File: src/source/dmem_pkg.sv
`default_nettype none

package dmem_pkg;

	////////////////////
	// Word and stream fields

	// One memory word
	typedef logic [31:0] data_t;

	// Word address, taken modulo the memory depth
	typedef logic [9:0] addr_t;

	// Words per stream, 1 to 255
	typedef logic [7:0] length_t;

	// Unsigned step between words, 0 repeats the base
	typedef logic [3:0] stride_t;

	////////////////////
	// Arbiter FSM

	typedef enum logic [1:0] {
		arb_idle   = 2'd0,	// No stream granted
		arb_grant1 = 2'd1,	// Requester 1 owns the engine
		arb_grant2 = 2'd2	// Requester 2 owns the engine
	} arb_state_t;

endpackage

`default_nettype wire

File: src/source/agu.sv
`default_nettype none

module agu
	import dmem_pkg::*;
#(
	parameter int ADDR_BITS = 8
) (
	input  wire          clock,
	input  wire          reset,
	input  wire          start,			// First grant cycle, config is fresh
	input  wire          step,			// One word moves this cycle
	input  wire length_t length,
	input  wire stride_t stride,
	input  wire addr_t   base,
	output addr_t        address,		// Word address of this cycle
	output logic         end_access		// Step on the last word
);

	logic [ADDR_BITS-1:0] addr_q;		// Address of the next word
	length_t              remain_q;		// Words still to move
	logic [ADDR_BITS-1:0] cur_addr;
	length_t              cur_remain;
	logic [ADDR_BITS-1:0] next_addr;

	////////////////////
	// Current position

	// In the start cycle the registers are stale, so take the config directly
	always_comb begin
		if (start) begin
			cur_addr   = base[ADDR_BITS-1:0];
			cur_remain = length;
		end else begin
			cur_addr   = addr_q;
			cur_remain = remain_q;
		end
	end

	// Wraps naturally at the memory depth
	assign next_addr = cur_addr + ADDR_BITS'(stride);

	assign address    = addr_t'(cur_addr);
	assign end_access = step & (cur_remain == length_t'(1));

	////////////////////
	// Stream counter

	always_ff @(posedge clock) begin
		if (reset) begin
			addr_q   <= '0;
			remain_q <= '0;
		end else if (step) begin
			addr_q   <= next_addr;
			remain_q <= cur_remain - length_t'(1);
		end else if (start) begin
			addr_q   <= cur_addr;		// Hold config when the first step waits
			remain_q <= cur_remain;
		end
	end

endmodule

`default_nettype wire

File: config.mk
export PLATFORM = sky130hd
export DESIGN_NAME = agu
export DESIGN_NICKNAME = d
export VERILOG_FILES = /design/src/source/dmem_pkg.sv /design/src/source/agu.sv
export SDC_FILE = /design/constraint.sdc
export NUM_CORES = 1
export LEC_CHECK = 0
export BUFFER_PORTS_ARGS = -buffer_cell sky130_fd_sc_hd__buf_2
export CORE_AREA = 2 2 51 53
export CTS_CLUSTER_DIAMETER = 100
export DETAILED_ROUTE_END_ITERATION = 8
export DIE_AREA = 0 0 53 55
export PLACE_DENSITY = 0.88
export SLEW_MARGIN = 20
export SYNTH_ARGS = -nofsm -noshare
export SYNTH_HDL_FRONTEND = slang
export SYNTH_SLANG_ARGS = --single-unit
File: constraint.sdc
create_clock -name clock -period 3.4 [get_ports clock]
set_input_delay 0 -clock clock [delete_from_list [all_inputs] [get_ports clock]]
set_output_delay 0 -clock clock [all_outputs]
set_load 0.1 [all_outputs]
==> impl_metrics.tcl, run 1 <==
set metrics [dict create \
    drv_cap 0 \
    final_common_cell "buf_2" \
    finalSetupViolCount 0 \
    yosys.area.top_type "dfxtp_1" \
    hold_violations 0 \
    synthFlopType "dfxtp_1" \
    clockPowerShare_pct 21.0 \
    stdcell_count 195 \
    min_period_over_period_pct 61.9 \
    worst_pin_slew_ns 0.636 \
    die-width_um 53 \
    grt_max_degree 33 \
    io_buffers 32 \
    p_leak_nw 0.646 \
    power_frac_seq_pct 36.8 \
    ant_nets 0 \
    n_fill_cell 225 \
    first_iter_violations 25 \
    placed_cell_area_mm2 0.00136 \
    final.setup_skew_ns 0.000725 \
    p_sw_mw 0.235 \
    ys_top_cells_by_area "dfxtp_1 26%, mux2_2 8.3%, ha_1 6.1%" \
    htreeDepth 1 \
    synth_top_area_share_pct 26.2 \
    worst_setup_hold_path_clk_slew_ns 0.09 \
    wire_per_inst_um 13.0 \
    status "complete, no violations" \
    maxSlewViolCount 0 \
    die_h_um 55 \
    grt_pass1_vias 1047 \
    end_kind "flop" \
    grt_setup_unrepaired "no" \
    cts-root-buf "clkbuf_4" \
    clock-sinks 16 \
    final_cell_mix "32 x buf_2, 16 x dfxtp_1, 11 x nor2_1" \
    area.growth.synth_to_final_pct 14.7 \
    grt_pass1_wl_um 4370 \
    vdd_drop_max_mv 0.273 \
    start_util_pct 51.6 \
    post_cts_buffers 0 \
    drc_errors 0 \
    synth_cells 137 \
    switching_share_pct 40.2 \
    comb_power_share_pct 42.1 \
    routed_wl_um 2540 \
    hpwlAfterDp_um 1960 \
    vias 1124 \
    place_congestion 0.831 \
    die_area_mm2 0.00292 \
    clk_latency_ns 0.28 \
    core-area_mm2 0.00236 \
    clock_path_buffers 2 \
    ys_types 49 \
    track_usage_pct 20.0 \
    n_antenna_cell 0 \
    post_cts_resize_count 0 \
    place_inst 191 \
    cts_tree "yes" \
    ys_seq_area_share_pct 26.2 \
    synth.avg_cell_area_um2 8.91 \
    nets 199 \
    p_per_area_mw_per_mm2 418 \
    fin_util_pct 59.2 \
    cts_buffers 3 \
    cts_hold_buffers 0 \
    synth_edf_count 0 \
    required_ns 3.57 \
    ys_warn_count 0 \
    internal_power_mw 0.349 \
    fmax_mhz 475 \
    fin_tns_setup_ns 0 \
    cp-start-kind "primary input" \
    path_class "in -> reg" \
    worstPathMaxFanout 32 \
    stdcell_area_mm2 0.00140 \
    synth_area_mm2 0.00122 \
    crit_arrival_ns 2.28 \
    synth_seq_cells 16 \
    drive_gt1_share_pct 31.5 \
    hold_path_class "in -> reg" \
    avgViaCountPerCell 5.76 \
    first_pass_iters 5 \
    antenna_found_initial 0 \
    max-slew-margin-rel_pct 57.6 \
    io_pins 37 \
    finalWorstPathRequiredPeriod_ns 2.10 \
    num_rows 18 \
    grt_overflow 0 \
    async_flop_share_pct 0 \
]
-- flip-flops by register name, summed over array words and instances (netlist names) --
register and flops:
addr_q 8, remain_q 8
-- final timing paths --
path | start | to | slack, ns | cells after the start
worst max-delay path | start | addr_q[6]$_SDFFE_PP0P_ | 1.30 | 9
worst min-delay path | length[6] | remain_q[6]$_SDFFE_PP0P_ | 0.06 | 3
worst max register to register | addr_q[0]$_SDFFE_PP0P_ | addr_q[6]$_SDFFE_PP0P_ | 1.34 | 8
worst min register to register | remain_q[5]$_SDFFE_PP0P_ | remain_q[5]$_SDFFE_PP0P_ | 0.59 | 2
-- final cells by class --
type                       count  area (um^2)  share of cell area, %
timing repair buffer          32          160                   11.4
tap                           30         37.5                   2.68
sequential                    16          320                   22.9
multi-input combinational    107          823                   58.8
clock buffer                   4         36.3                   2.59
inverter                       6         22.5                   1.61
-- metrics by stage --
| stage | setup slack, ns | total power [mW] | hold slack (ns) |
|---|---|---|---|
| detailed placement | 0.993 | 0.466 | 0.348 |
| floorplan | 0.983 | 0.422 | 0.208 |
| global route | 1.12 | 0.626 | 0.0548 |
| CTS | 1.29 | 0.589 | 0.0577 |
| finish | 1.30 | 0.585 | 0.0582 |
| global placement | 1.05 | 0.456 | 0.332 |
-- cell families after synthesis --
family | Yosys count | share of synthesized area (%)
DFF | 16 | 26.2
xor gates and xnor gates | 6 | 4.30
muxes | 16 | 14.4
adders and majority gates | 7 | 7.79
buffers and inverters | 15 | 6.66
AOI/OAI and AO/OA | 34 | 21.7
and+or+nand+nor | 42 | 18.5
other | 1 | 0.307
-- layer usage --
layer	wire length, um	track usage (%)	vias up
met2	1320	35.4	32
met5	0	0	-
met1	1060	24.1	531
met3	141	3.76	2
li1	-	-	559
met4	14	7.69	0
-- power by group through the flow --
stage,clock network (mW),logic (mW),registers [mW]
global route,0.139,0.270,0.218
CTS,0.126,0.247,0.215
finish,0.123,0.246,0.215
global placement,0,0.238,0.218
detailed placement,0,0.246,0.220
floorplan,0,0.206,0.217
-- synth_stat cells, types with 2 or more instances --
| cell | count |
|---|---|
| nor3_2 | 3 |
| nand4_1 | 2 |
| or3_1 | 2 |
| a211oi_1 | 6 |
| nor3b_1 | 2 |
| nor3_1 | 6 |
| inv_1 | 6 |
| nor2_1 | 11 |
| xnor2_1 | 5 |
| o21a_1 | 3 |
| a21o_1 | 2 |
| mux2_2 | 9 |
| mux2i_1 | 6 |
| buf_4 | 2 |
| o21ai_0 | 2 |
| o211a_1 | 2 |
| nand3_1 | 2 |
| nand2_1 | 7 |
| buf_2 | 2 |
| clkbuf_1 | 3 |
| buf_6 | 2 |
| dfxtp_1 | 16 |
| a21oi_1 | 5 |
| ha_1 | 6 |
-- critical path: stages --
cell	delay, ns
buf_2	0.50
mux2_2	0.31
ha_1	0.18
inv_1	0.07
fa_1	0.41
nor2b_1	0.12
o21a_1	0.16
o2111a_1	0.19
mux2_2	0.33
Note: power is estimated with default switching activity, not from simulation.
==> inputs of run 2 (changes only) <==
- CORE_AREA: 2 2 51 53 -> 2 2 55 57
- DIE_AREA: 0 0 53 55 -> 0 0 57 59
- PLACE_DENSITY: 0.88 -> 0.8
- clock period: 3.4 -> 1.7 ns (I/O delays scaled with it)
==> run 2 against run 1 <==
Effect of this change: the run now ends with negative setup slack left; register-to-register slack got worse by 1.5 ns; critical path depth did not move; via count rose by 9.6%; power rose by 130%; critical path type is now reg -> reg.
==> impl_metrics.tcl, run 2 (synthesis results as in run 1) <==
set metrics [dict create \
    min_period_over_period_pct 110 \
    htreeDepth 1 \
    path_class "reg -> reg" \
    io_pins 37 \
    cpMaxStageDelayCell "dfxtp_1" \
    p_leak_nw 0.769 \
    path_buf_inv 2 \
    final_common_cell "buf_2" \
    setup_slack_ns -0.166 \
    io_buffers 32 \
    vdd_drop_max_mv 0.675 \
    stdcell_count 217 \
    cp_top_family "compound AO/OA/AOI/OAI gates" \
    finalSetupViolCount 3 \
    die_area_mm2 0.00336 \
    first_pass_iters 4 \
    start_util_pct 45.1 \
    cts_hold_buffers 0 \
    vias 1232 \
    worst_setup_hold_path_clk_slew_ns 0.10 \
    violations "negative setup slack" \
    die-width_um 57 \
    nets 220 \
    n_fill_cell 223 \
    cts-root-buf "clkbuf_4" \
    hpwlAfterDp_um 2230 \
    place_congestion 0.813 \
    area.growth.synth_to_final_pct 39.3 \
    crit_arrival_ns 2.07 \
    clock_path_buffers 2 \
    cts_buffers 3 \
    antenna_found_initial 0 \
    n_antenna_cell 0 \
    p_per_area_mw_per_mm2 784 \
    cp-start-kind "flop" \
    hold_path_class "in -> reg" \
    fin_hold_ws_ns 0.0174 \
    drv_cap 0 \
    grt_pass1_wl_um 5170 \
    reg.largest.list "addr_q (8), remain_q (8)" \
    worstPathMaxFanout 2 \
    fin_tns_setup_ns -0.333 \
    grt_setup_unrepaired "yes" \
    cts_tree "yes" \
    hold_violations 0 \
    grt_pass1_vias 1221 \
    avgViaCountPerCell 5.68 \
    core-area_mm2 0.00271 \
    required_ns 1.90 \
    r2r_slack_ns -0.17 \
    finalWorstPathRequiredPeriod_ns 1.87 \
    cp_cell_sequence "mux2_4 -> ha_4 -> inv_2 -> fa_2 -> nor2b_1 -> o21a_1 -> buf_4 -> o211a_1 -> a2111oi_2" \
    stdcell_area_mm2 0.00170 \
    track_usage_pct 19.4 \
    num_rows 19 \
    drive_gt1_share_pct 50.5 \
    drc_errors 0 \
    wire_per_inst_um 15.0 \
    end_kind "flop" \
    placed_cell_area_mm2 0.00152 \
    fmax_mhz 536 \
    routed_wl_um 3260 \
    clock-sinks 16 \
    grt_max_degree 25 \
    ant_nets 0 \
    final.setup_skew_ns 0.00614 \
    place_inst 205 \
    max_stage_delay_ns 0.32 \
    clk_latency_ns 0.30 \
    grt_overflow 0 \
    first_iter_violations 38 \
    final_cell_mix "31 x buf_2, 21 x buf_4, 12 x dfxtp_1" \
    status "finished, violations left" \
    die_h_um 59 \
    maxSlewViolCount 0 \
]
run 2: layer usage:
metal / track usage, % / wire length [um] / up-vias
met2: 34.6 / 1690 / 35
met3: 5.02 / 141 / 10
met5: 0 / 0 / -
li1: - / - / 609
met1: 22.6 / 1370 / 578
met4: 6.31 / 59 / 0
run 2: repair_timing:
| action | 4_1_cts | 5_1_grt |
|---|---|---|
| pin swaps | 8 | 4 |
| endpoints found under the setup margin | 5 | 8 |
| setup buffers | 6 | 2 |
| gates resized for setup | 6 | 14 |
run 2: metrics by stage:
step                      worst slack [ns]  utilization (%)  power, mW
after floorplan                     -0.385                -      0.865
after global placement              -0.124             56.2      0.979
after detailed placement            -0.169             56.2      0.999
after CTS                           -0.188             60.0       1.29
after global routing                -0.273             62.8       1.40
final                               -0.166             62.8       1.33
run 2: path summary, 6_finish.rpt:
| kind | to | startpoint | cells after the start |
|---|---|---|---|
| max | addr_q[4]$_SDFFE_PP0P_ | addr_q[0]$_SDFFE_PP0P_ | 9 |
| min | remain_q[6]$_SDFFE_PP0P_ | length[6] | 3 |
| max reg2reg | addr_q[4]$_SDFFE_PP0P_ | addr_q[0]$_SDFFE_PP0P_ | 9 |
| min reg2reg | remain_q[5]$_SDFFE_PP0P_ | remain_q[5]$_SDFFE_PP0P_ | 2 |
run 2: cell type report:
class	instances	area (um^2)	area share, %
Sequential cell	16	325	19.1
Timing Repair Buffer	53	333	19.6
Clock buffer	4	36.3	2.13
Tap cell	31	38.8	2.28
Multi-Input combinational cell	107	946	55.6
Inverter	6	22.5	1.32
run 2: worst register-to-register path: stages, from the launching register on:
cell and delay, ns:
dfxtp_1 0.32, mux2_4 0.29, ha_4 0.17, inv_2 0.05, fa_2 0.19, nor2b_1 0.04, o21a_1 0.17, buf_4 0.13
o211a_1 0.22, a2111oi_2 0.19
run 2: power by group:
part           leakage [nW]  internal (mW)  switching, mW  total (mW)
clock network        0.0210          0.131          0.131       0.262
registers             0.134          0.414         0.0203       0.434
logic                 0.614          0.253          0.385       0.638
total                 0.769          0.798          0.537        1.33
