File: src/source/dmem_pkg.sv
`default_nettype none

package dmem_pkg;

	////////////////////
	// Word and stream fields

	// One memory word
	typedef logic [31:0] data_t;

	// Word address, taken modulo the memory depth
	typedef logic [9:0] addr_t;

	// Words per stream, 1 to 255
	typedef logic [7:0] length_t;

	// Unsigned step between words, 0 repeats the base
	typedef logic [3:0] stride_t;

	////////////////////
	// Arbiter FSM

	typedef enum logic [1:0] {
		arb_idle   = 2'd0,	// No stream granted
		arb_grant1 = 2'd1,	// Requester 1 owns the engine
		arb_grant2 = 2'd2	// Requester 2 owns the engine
	} arb_state_t;

endpackage

`default_nettype wire

File: src/source/stream_arbiter.sv
`default_nettype none

module stream_arbiter
	import dmem_pkg::*;
(
	input  wire          clock,
	input  wire          reset,
	input  wire          req_1,			// Stream request, requester 1
	input  wire          req_2,			// Stream request, requester 2
	input  wire length_t length_1,
	input  wire length_t length_2,
	input  wire stride_t stride_1,
	input  wire stride_t stride_2,
	input  wire addr_t   base_1,
	input  wire addr_t   base_2,
	input  wire          end_access,		// Last word of the stream moved
	output logic         grant_1,
	output logic         grant_2,
	output logic         start,			// First grant cycle
	output length_t      length,			// Latched config of the winner
	output stride_t      stride,
	output addr_t        base
);

	arb_state_t state;
	logic       last_2;				// Requester 2 won most recently
	logic       win_1;
	logic       win_2;

	////////////////////
	// Alternating priority

	// On a tie the requester that did not win last time goes first
	always_comb begin
		win_1 = (state == arb_idle) & req_1 & (~req_2 | last_2);
		win_2 = (state == arb_idle) & req_2 & (~req_1 | ~last_2);
	end

	always_ff @(posedge clock) begin
		if (reset) begin
			state  <= arb_idle;
			last_2 <= 1'b0;		// Requester 1 counts as the last winner
			start  <= 1'b0;
		end else begin
			start <= win_1 | win_2;
			case (state)
				arb_idle: begin
					if (win_1) begin
						state  <= arb_grant1;
						last_2 <= 1'b0;
					end else if (win_2) begin
						state  <= arb_grant2;
						last_2 <= 1'b1;
					end
				end
				arb_grant1, arb_grant2: begin
					if (end_access) begin
						state <= arb_idle;	// Grant drops next cycle
					end
				end
				default: begin
					state <= arb_idle;
				end
			endcase
		end
	end

	////////////////////
	// Configuration latch

	// Captured at the grant edge, so the requester fields are free afterwards
	always_ff @(posedge clock) begin
		if (win_1) begin
			length <= length_1;
			stride <= stride_1;
			base   <= base_1;
		end else if (win_2) begin
			length <= length_2;
			stride <= stride_2;
			base   <= base_2;
		end
	end

	assign grant_1 = (state == arb_grant1);
	assign grant_2 = (state == arb_grant2);

endmodule

`default_nettype wire
File: config.mk
export PLATFORM = sky130hd
export DESIGN_NAME = stream_arbiter
export DESIGN_NICKNAME = d
export VERILOG_FILES = /design/src/source/dmem_pkg.sv /design/src/source/stream_arbiter.sv
export SDC_FILE = /design/constraint.sdc
export NUM_CORES = 1
export LEC_CHECK = 0
export BUFFER_PORTS_ARGS = -buffer_cell sky130_fd_sc_hd__buf_2
export CORE_ASPECT_RATIO = 1.1
export CORE_MARGIN = 4
export CORE_UTILIZATION = 25
export DETAILED_ROUTE_END_ITERATION = 10
export GPL_TIMING_DRIVEN = 0
export REMOVE_ABC_BUFFERS = 1
export SLEW_MARGIN = 30
export SYNTH_ARGS = -nofsm -noshare
export SYNTH_HDL_FRONTEND = slang
export SYNTH_SLANG_ARGS = --single-unit
File: constraint.sdc
create_clock -name clock -period 1.4 [get_ports clock]
set_input_delay 0.07 -clock clock [delete_from_list [all_inputs] [get_ports clock]]
set_output_delay 0.07 -clock clock [all_outputs]
set_load 0.005 [all_outputs]
==> key figures, run 1 <==
Clocking
  • Root Buffer: clkbuf_8
  • TritonCTS buffer count: 3
  • Clk sinks: 26
  • CTS clk-pin slew, worst paths: 0.09 ns
  • Clock Latency Late Sink: 0.26 ns
  • Clock Path Buffers: 2
  • H-tree levels: 1
  • CTS tree: done

Synth
  • Synth cell count leaders: edfxtp_1 (22), mux2_4 (20), dfxtp_1 (4)
  • Mean post-synth cell area: 17.2 sq um
  • Top_reg_cell synth: edfxtp_1
  • Cell Area, Synth: 0.00125 sq mm
  • Yosys cell types: 18
  • Synth Register Bits: 26
  • Synth area leaders: edfxtp_1 (53%), mux2_4 (24%), dfxtp_1 (6.4%)
  • Area share of the largest cell type after synthesis: 0.527
  • Syn Inst Count: 73
  • Most common cell in the netlist: edfxtp_1
  • Sequential area share after synthesis: 0.591
  • Async SR Flop Fraction: 0
  • Largest area contributor in the netlist: edfxtp_1
  • Post-synth EDFFs: 22
  • Warning count from the yosys run: 0

Floorplanning
  • Initial Util: 0.264
  • CORE AREA: 0.00475 sq mm
  • Io pins: 74
  • Die span in y: 82.3 um
  • Row cnt: 26
  • Die W: 75.5 um
  • Total die area: 0.00621 sq mm

Global route
  • Largest net degree at the start of global routing: 15
  • Total GRT Usage: 0.0984
  • Initial antenna violation count: 0
  • First-pass GRT wire length: 4550 um
  • GRT overflow: 0
  • Vias in the first global route: 999

Final layout
  • Final instance area: 0.00185 sq mm
  • Final Net Count: 213
  • Ratio of cells with drive above 1 in the final layout: 0.744
  • Layout area overhead: 47.8%
  • Ant. Diodes: 0
  • # fillers: 470
  • Final core occ: 0.390

Placed design
  • Hpwl dp: 2100 um
  • Port Buf Inserts: 73
  • RePlAce Congestion: 0.714
  • Placement-stage cell area: 0.00164 sq mm
  • Pre-CTS WS: -0.638 ns

Critical path
  • CP max stage cell: dfxtp_2
  • Sequence of cells on the critical path: inv_2, ha_4, and3_4, buf_12, mux2_4
  • Critical setup path kind: flop to flop
  • Worst Setup End Kind: flop
  • CP Max Fanout: 9
  • WP data required: 1.42 ns
  • CP max stage delay: 0.33 ns
  • CP delay by family, top: flip-flops
  • Crit path DAT: 1.47 ns
  • CP bufs+invs: 2
  • Crit start category: flop

Timing
  • Final period util: 1.04
  • Final hold violation count: 0
  • RSZ-0062 raised after global routing: yes
  • Worst-margin pin slew: 0.266 ns
  • Slew Limit Fails: 0
  • Fmax: 690 MHz
  • Final setup fails: 22
  • Min Tclk post-route: 1.45 ns
  • Final worst slack: -0.0503 ns
  • Clock Skews: 0.00354 ns
  • Relative slew slack: 0.822

Detailed routing
  • DR top layer: met4
  • Average wire per standard cell: 14.5 um
  • Metal2 WL: 1580 um
  • DR pass1 iterations: 4
  • WL final: 3130 um
  • Starting DRT DRC Count: 18
  • Post-route DRC: 0
  • Routed wl met3: 250 um
  • Routed Antenna Nets: 0
  • DR vias: 935
  • Post-DR vias/cell: 4.33
  • Post-Route M1 WL: 1290 um

Pwr
  • Power Total: 2.02 mW
  • Lkg Pwr: 0.842 nW
  • PD cells: 1090 mW/mm^2
  • Maximum vdd drop: 0.000429 V

Status
  • Status: finished with violations
  • Violated checks: setup timing

Run
  • Max-cap viol count: 0

Worst hold path
  • Worst hold path class: input port to flop
layout make-up:
| class | instances | area (sq um) | area share |
|---|---|---|---|
| multi-input combinational | 43 | 505 | 0.273 |
| tap | 56 | 70.1 | 0.0378 |
| timing repair buffer | 83 | 467 | 0.252 |
| inverter | 3 | 15.0 | 0.00810 |
| clock buffer | 4 | 45.0 | 0.0243 |
| timing repair inverter | 1 | 7.51 | 0.00405 |
| sequential | 26 | 743 | 0.401 |
state kept, by name, summed over array words and instances (netlist names):
name,cells
base,10
last_2,1
state,2
stride,4
start,1
length,8
per-layer routing:
| metal | vias up | GRT usage |
|---|---|---|
| li1 | 450 | - |
| met1 | 440 | 0.119 |
| met2 | 43 | 0.175 |
| met3 | 2 | 0.0157 |
| met4 | 0 | 0.0315 |
| met5 | - | 0 |
report_power, final:
part	total [mW]	internal, mW	switching [mW]
logic	0.579	0.332	0.247
registers	1.01	0.979	0.0267
clock network	0.431	0.203	0.228
logic make-up after synthesis:
group,share of synthesized area
multiplexers,0.257
adder cells (fa/ha/maj),0.0299
AO/OA/AOI/OAI,0.0269
buffers and inverters,0.0499
flip-flops,0.591
AND/OR/NAND/NOR,0.0449
placed cells by master, fill, tap and decap left out, types with 2 or more instances in the layout:
cell type   netlist  layout
buf_2             0      73
edfxtp_1         22      22
mux2_4           20      20
buf_4             0       5
clkbuf_8          0       3
buf_6             1       3
inv_2             0       2
and3_4            0       2
clkinvlp_4        0       2
mux2_2            2       2
o21ai_0           3       2
nand4_1           2       2
a21oi_1           2       2
nor2_1            2       2
ha_1              3       2
dfxtp_1           4       2
dfxtp_2           0       2
path summary, 6_finish.rpt:
kind	startpoint	endpoint	slack, ns	depth (start not counted)
setup / recovery	state[1]$_SDFFE_PP0P_	base[0]$_DFFE_PP_	-0.05	5
hold / removal	base_2[4]	base[4]$_DFFE_PP_	0.1	2
setup reg to reg	state[1]$_SDFFE_PP0P_	base[0]$_DFFE_PP_	-0.05	5
hold reg to reg	state[0]$_SDFFE_PP0P_	state[0]$_SDFFE_PP0P_	0.50	2
per-stage QoR:
stage,instances,TNS (ns),hold WS (ns)
CTS,216,-0.809,0.0848
finish,216,-0.617,0.0986
global route,216,-2.48,0.0824
detailed placement,199,-24.76,0.283
floorplan,70,-18.67,0.139
global placement,199,-33.64,0.288
what timing repair did:
action,CTS,global route
pin swaps,3,0
setup endpoints to repair,44,46
hold buffers,1,0
gates resized for setup,14,4
buffers inserted,9,0
hold endpoints to repair,4,0
cloned,3,0
Note: power is estimated with default switching activity, not from simulation.
==> run 2: changes to the inputs <==
- CAP_MARGIN: not set -> 20
- clock period: 1.4 -> 1.65 ns (I/O delays scaled with it)
==> run 2 against run 1 <==
Against the previous run: the run now ends clean; power fell by 17%; via count fell by 2.9%; critical path type unchanged; combinational power fell by 21%; sequential power fell by 16%; non-clock buffer count fell by 4; utilization fell by 1.2 points; largest cell class unchanged; register-to-register slack improved by 0.15 ns.
==> key figures, run 2 (same netlist as run 1, synthesis figures left out) <==
Status
  • Status: finished, final reports clean

Clocking
  • CTS clk-pin slew, worst paths: 0.09 ns
  • Clock Path Buffers: 2
  • H-tree levels: 1
  • Clk sinks: 26
  • CTS tree: done
  • TritonCTS buffer count: 3
  • Clock Latency Late Sink: 0.26 ns
  • Root Buffer: clkbuf_8

Critical path
  • Sequence of cells on the critical path: inv_1, ha_4, and3_4, buf_12, mux2_4
  • CP delay by family, top: flip-flops
  • CP max stage delay: 0.33 ns
  • WP data required: 1.67 ns
  • CP Max Fanout: 9
  • Reg2Reg Depth: 5
  • Register-to-register setup slack: 0.1 ns
  • Worst reg2reg endpoint: base[0]$_DFFE_PP_
  • CP bufs+invs: 2
  • Worst Setup End Kind: flop
  • Crit Reg-Reg Startpoint: state[0]$_SDFFE_PP0P_
  • Crit start category: flop
  • Crit path DAT: 1.58 ns
  • CP max stage cell: dfxtp_1
  • Critical setup path kind: flop to flop

Final layout
  • Ant. Diodes: 0
  • Most flops, register: base
  • Most frequent cells in the layout: buf_2 (73), edfxtp_1 (22), mux2_4 (20), dfxtp_1 (4), buf_4 (4)
  • Commonest non-fill, non-tap cell in the layout: buf_2
  • Ratio of cells with drive above 1 in the final layout: 0.705
  • # fillers: 478
  • Top flop regs: base: 10 flops, length: 8 flops, stride: 4 flops
  • Finished Layout Cells: 212
  • Final Net Count: 209
  • Final core occ: 0.379
  • Layout area overhead: 43.4%
  • Max reg flops: 10

Timing
  • Slew Limit Fails: 0
  • Relative slew slack: 0.747
  • Final hold violation count: 0
  • Fmax: 643 MHz
  • Worst-margin pin slew: 0.379 ns
  • Final period util: 0.942
  • RSZ-0062 raised after global routing: no
  • Min Tclk post-route: 1.55 ns
  • Worst hold slack: 0.112 ns
  • Clock Skews: 0.00225 ns
  • Final setup fails: 0

Detailed routing
  • Routed Antenna Nets: 0
  • Post-route DRC: 0
  • WL final: 3070 um
  • Average wire per standard cell: 14.5 um
  • Starting DRT DRC Count: 25
  • DR vias: 908
  • Post-DR vias/cell: 4.28
  • DR pass1 iterations: 4

Floorplanning
  • Row cnt: 26
  • Total die area: 0.00621 sq mm
  • Die W: 75.5 um
  • Io pins: 74
  • Initial Util: 0.264
  • Die span in y: 82.3 um
  • CORE AREA: 0.00475 sq mm

Pwr
  • Maximum vdd drop: 0.000356 V
  • Clock power frac: 0.218
  • Power Total: 1.67 mW
  • Flop pwr share: 0.509
  • Combinational Power Share: 0.273
  • Switching fraction of total power: 0.248
  • PD cells: 931 mW/mm^2
  • Power Internal: 1.26 mW
  • Lkg Pwr: 0.814 nW
  • Psw: 415 uW

Placed design
  • Cell count after placement: 199
  • Hpwl dp: 2100 um
  • Port Buf Inserts: 73
  • RePlAce Congestion: 0.714

Worst hold path
  • Worst hold path class: input port to flop
  • Hold Path Sink: base[4]$_DFFE_PP_
  • Hold Path Cell Cnt: 2
  • Worst Hold Launch: base_2[4]

Global route
  • Initial antenna violation count: 0
  • First-pass GRT wire length: 4260 um
  • GRT overflow: 0
  • Vias in the first global route: 932
  • Total GRT Usage: 0.0924
  • Largest net degree at the start of global routing: 15

Run
  • Max-cap viol count: 0
## run 2: cell types whose count changed in the layout (fill, tap and decap cells not counted), moves of 2 or more
cell and change:
buf_6 -3, dfxtp_1 +2, dfxtp_2 -2, inv_1 +2, inv_2 -2
## run 2: worst max-delay path by stage
stage                                     start                  end  slack [ns]  cells after the start
after floorplan           state[0]$_SDFFE_PP0P_  length[7]$_DFFE_PP_       -0.49                      4
after global placement    state[0]$_SDFFE_PP0P_  stride[3]$_DFFE_PP_       -0.86                      4
after detailed placement  state[1]$_SDFFE_PP0P_  length[7]$_DFFE_PP_       -0.39                      4
after CTS                 state[0]$_SDFFE_PP0P_    base[5]$_DFFE_PP_       0.005                      5
after global routing      state[0]$_SDFFE_PP0P_  stride[3]$_DFFE_PP_        0.04                      5
final                     state[0]$_SDFFE_PP0P_    base[0]$_DFFE_PP_         0.1                      5
## run 2: layout make-up
cell class	count	area, sq um	area share
sequential	26	741	0.412
multi-input combinational	43	494	0.275
timing repair buffer	79	425	0.237
tap	56	70.1	0.0390
clock buffer	4	45.0	0.0251
inverter	3	15.0	0.00835
timing repair inverter	1	7.51	0.00418
## run 2: timing repair
action                     in CTS  in global routing
gates resized for setup         6                  3
hold endpoints to repair        1                  0
pin swaps                       1                  1
setup buffers                   5                  0
cloned                          2                  1
setup endpoints to repair      44                 33
hold buffers                    1                  0
## run 2: worst register-to-register path, stage by stage (launching register included)
cell	delay, ns
dfxtp_1	0.33
inv_1	0.11
ha_4	0.20
and3_4	0.21
buf_12	0.14
mux2_4	0.31
## run 2: metal layers
| layer | global-route usage | wire length (um) | vias up |
|---|---|---|---|
| met5 | 0 | 0 | - |
| met4 | 0.0262 | 4 | 0 |
| met3 | 0.0157 | 257 | 2 |
| met2 | 0.164 | 1530 | 43 |
| met1 | 0.114 | 1280 | 421 |
| li1 | - | - | 442 |
## run 2: through the flow
stage / setup TNS, ns / worst slack [ns] / cell area [sq um]
after floorplan: -9.55 / -0.491 / 1200
after global placement: -22.64 / -0.855 / 1640
after detailed placement: -13.76 / -0.388 / 1640
after CTS: 0 / 0.00505 / 1770
after global routing: 0 / 0.0413 / 1800
final: 0 / 0.0952 / 1800
## run 2: power by group through the flow
stage               registers [mW]  clock network (mW)  logic [mW]
CTS                          0.852               0.396       0.448
global route                 0.859               0.417       0.501
finish                       0.852               0.365       0.456
global placement             0.867                   0       0.387
floorplan                    0.883                   0       0.191
detailed placement           0.870                   0       0.388
==> run 3: changes to the inputs <==
- BUFFER_PORTS_ARGS: -buffer_cell sky130_fd_sc_hd__buf_2 -> not set
- DONT_BUFFER_PORTS: not set -> 1
- SLEW_MARGIN: 30 -> not set
==> run 3 against run 2 <==
Against the previous run: power is 7.2% lower; first-iteration DRC count is 8.0% lower; fmax is 0.84% lower; largest power group unchanged; highest routed layer is now met3.
==> key figures, run 3 (same netlist as run 1, synthesis figures left out) <==
Final layout
  • Top flop regs: base: 10 flops, length: 8 flops, stride: 4 flops
  • Commonest non-fill, non-tap cell in the layout: edfxtp_1
  • Most frequent cells in the layout: edfxtp_1 (22), mux2_4 (20), dfxtp_1 (4), clkbuf_8 (3), dlygate4sd3_1 (3)
  • Area occupied by multi-input gates: 472 sq um
  • FF/Latch Area: 741 sq um
  • Final instance area: 0.00144 sq mm
  • Final Net Count: 135
  • Finished Layout Cells: 138
  • Most flops, register: base
  • Ant. Diodes: 0
  • Ratio of cells with drive above 1 in the final layout: 0.439
  • Max reg flops: 10
  • Layout area overhead: 15.1%
  • # fillers: 467

Detailed routing
  • Average wire per standard cell: 19.5 um
  • DR pass1 iterations: 4
  • Post-DR vias/cell: 4.67
  • Post-route DRC: 0
  • Routed Antenna Nets: 0
  • DR vias: 645
  • Starting DRT DRC Count: 23
  • WL final: 2690 um

Timing
  • Final period util: 0.950
  • Min Tclk post-route: 1.57 ns
  • Slew Limit Fails: 0
  • Final setup fails: 0
  • Fmax: 638 MHz
  • Worst-margin pin slew: 0.405 ns
  • RSZ-0062 raised after global routing: no
  • Final hold violation count: 0
  • Final worst slack: 0.0821 ns
  • Clock Skews: 0.00478 ns
  • Relative slew slack: 0.730

Critical path
  • WP data required: 1.68 ns
  • CP max stage delay: 0.35 ns
  • CP max stage cell: dfxtp_1
  • Critical setup path kind: flop to flop
  • Worst Setup End Kind: flop
  • Reg2Reg Depth: 5
  • Crit path DAT: 1.60 ns
  • Crit start category: flop
  • CP Max Fanout: 12
  • Sequence of cells on the critical path: inv_2, ha_4, and3_4, buf_16, mux2_2

Clocking
  • CTS clk-pin slew, worst paths: 0.09 ns
  • TritonCTS buffer count: 3
  • Clk sinks: 26
  • Clock Latency Late Sink: 0.27 ns
  • H-tree levels: 1
  • Clock Path Buffers: 2
  • Root Buffer: clkbuf_8
  • CTS tree: done

Placed design
  • Pre-CTS WS: -0.584 ns
  • Port Buf Inserts: 0
  • RePlAce Congestion: 0.710
  • Cell count after placement: 127
  • Hpwl dp: 2080 um
  • Placement-stage cell area: 0.00130 sq mm

Floorplanning
  • Row cnt: 26
  • Die span in y: 82.3 um
  • Initial Util: 0.264
  • CORE AREA: 0.00475 sq mm
  • Total die area: 0.00621 sq mm
  • Die W: 75.5 um
  • Io pins: 74

Global route
  • Total GRT Usage: 0.0834
  • Vias in the first global route: 723
  • Initial antenna violation count: 0
  • Largest net degree at the start of global routing: 15
  • GRT overflow: 0
  • First-pass GRT wire length: 3780 um

Status
  • Status: finished, final reports clean

Pwr
  • PD cells: 1080 mW/mm^2
  • Switching fraction of total power: 0.245
  • Flop pwr share: 0.571
  • Lkg Pwr: 0.526 nW
  • Combinational Power Share: 0.191
  • Clock power frac: 0.238
  • Psw: 380 uW
  • Maximum vdd drop: 0.000310 V
  • Power Internal: 1.17 mW

Run
  • Max-cap viol count: 0

Worst hold path
  • Hold Path Cell Cnt: 1
  • Worst hold path class: input port to flop
## run 3: power groups by stage
stage / logic (mW) / registers, mW / clock network [mW]
global route: 0.324 / 0.899 / 0.419
CTS: 0.294 / 0.890 / 0.398
detailed placement: 0.246 / 0.908 / 0
global placement: 0.224 / 0.904 / 0
floorplan: 0.191 / 0.883 / 0
finish: 0.297 / 0.886 / 0.370
## run 3: area by class of cell
class	instances	area share
repair buffers	7	0.0642
flip-flops and latches	26	0.513
multi-input cells	41	0.327
well taps	56	0.0486
clock buffers	4	0.0312
repair inverters	1	0.00520
inverters	3	0.0104
## run 3: through the flow
step / setup TNS [ns] / power (mW) / hold slack [ns] / utilization
2_1_floorplan: -9.55 / 1.07 / 0.152 / -
3_3_place_gp: -19.11 / 1.13 / 0.154 / 0.268
3_5_place_dp: -16.60 / 1.15 / 0.158 / 0.274
4_1_cts: 0 / 1.58 / 0.0115 / 0.302
5_1_grt: 0 / 1.64 / 0.00548 / 0.304
6_report: 0 / 1.55 / 0.0238 / 0.304
## run 3: worst max-delay path: cells and delay by family (launching register included)
kind | cells | cell delay, ns
multiplexers | 1 | 0.33
adder cells (fa/ha/maj) | 1 | 0.17
buffers and inverters | 2 | 0.25
AND/OR/NAND/NOR | 1 | 0.23
flip-flops | 1 | 0.35
## run 3: repair_timing
item | in CTS | in global routing
setup buffers | 3 | 0
gates cloned | 1 | 0
setup endpoints to repair | 44 | 22
endpoints found under the hold margin | 4 | 0
gates resized for setup | 7 | 3
pin swaps | 1 | 1
hold buffers | 3 | 0
## run 3: routing by layer
metal	up-vias	part of all wire	GRT usage
met1	305	0.38	0.0962
met4	0	0	0.0280
li1	291	-	-
met3	0	0.11	0.0363
met2	49	0.50	0.137
met5	-	0	0
## run 3: final timing paths
| path | start | endpoint | slack [ns] |
|---|---|---|---|
| min reg2reg | last_2$_SDFFE_PP0P_ | last_2$_SDFFE_PP0P_ | 0.53 |
| max reg2reg | state[0]$_SDFFE_PP0P_ | length[7]$_DFFE_PP_ | 0.08 |
| min | base_1[9] | base[9]$_DFFE_PP_ | 0.02 |
| max | state[0]$_SDFFE_PP0P_ | length[7]$_DFFE_PP_ | 0.08 |
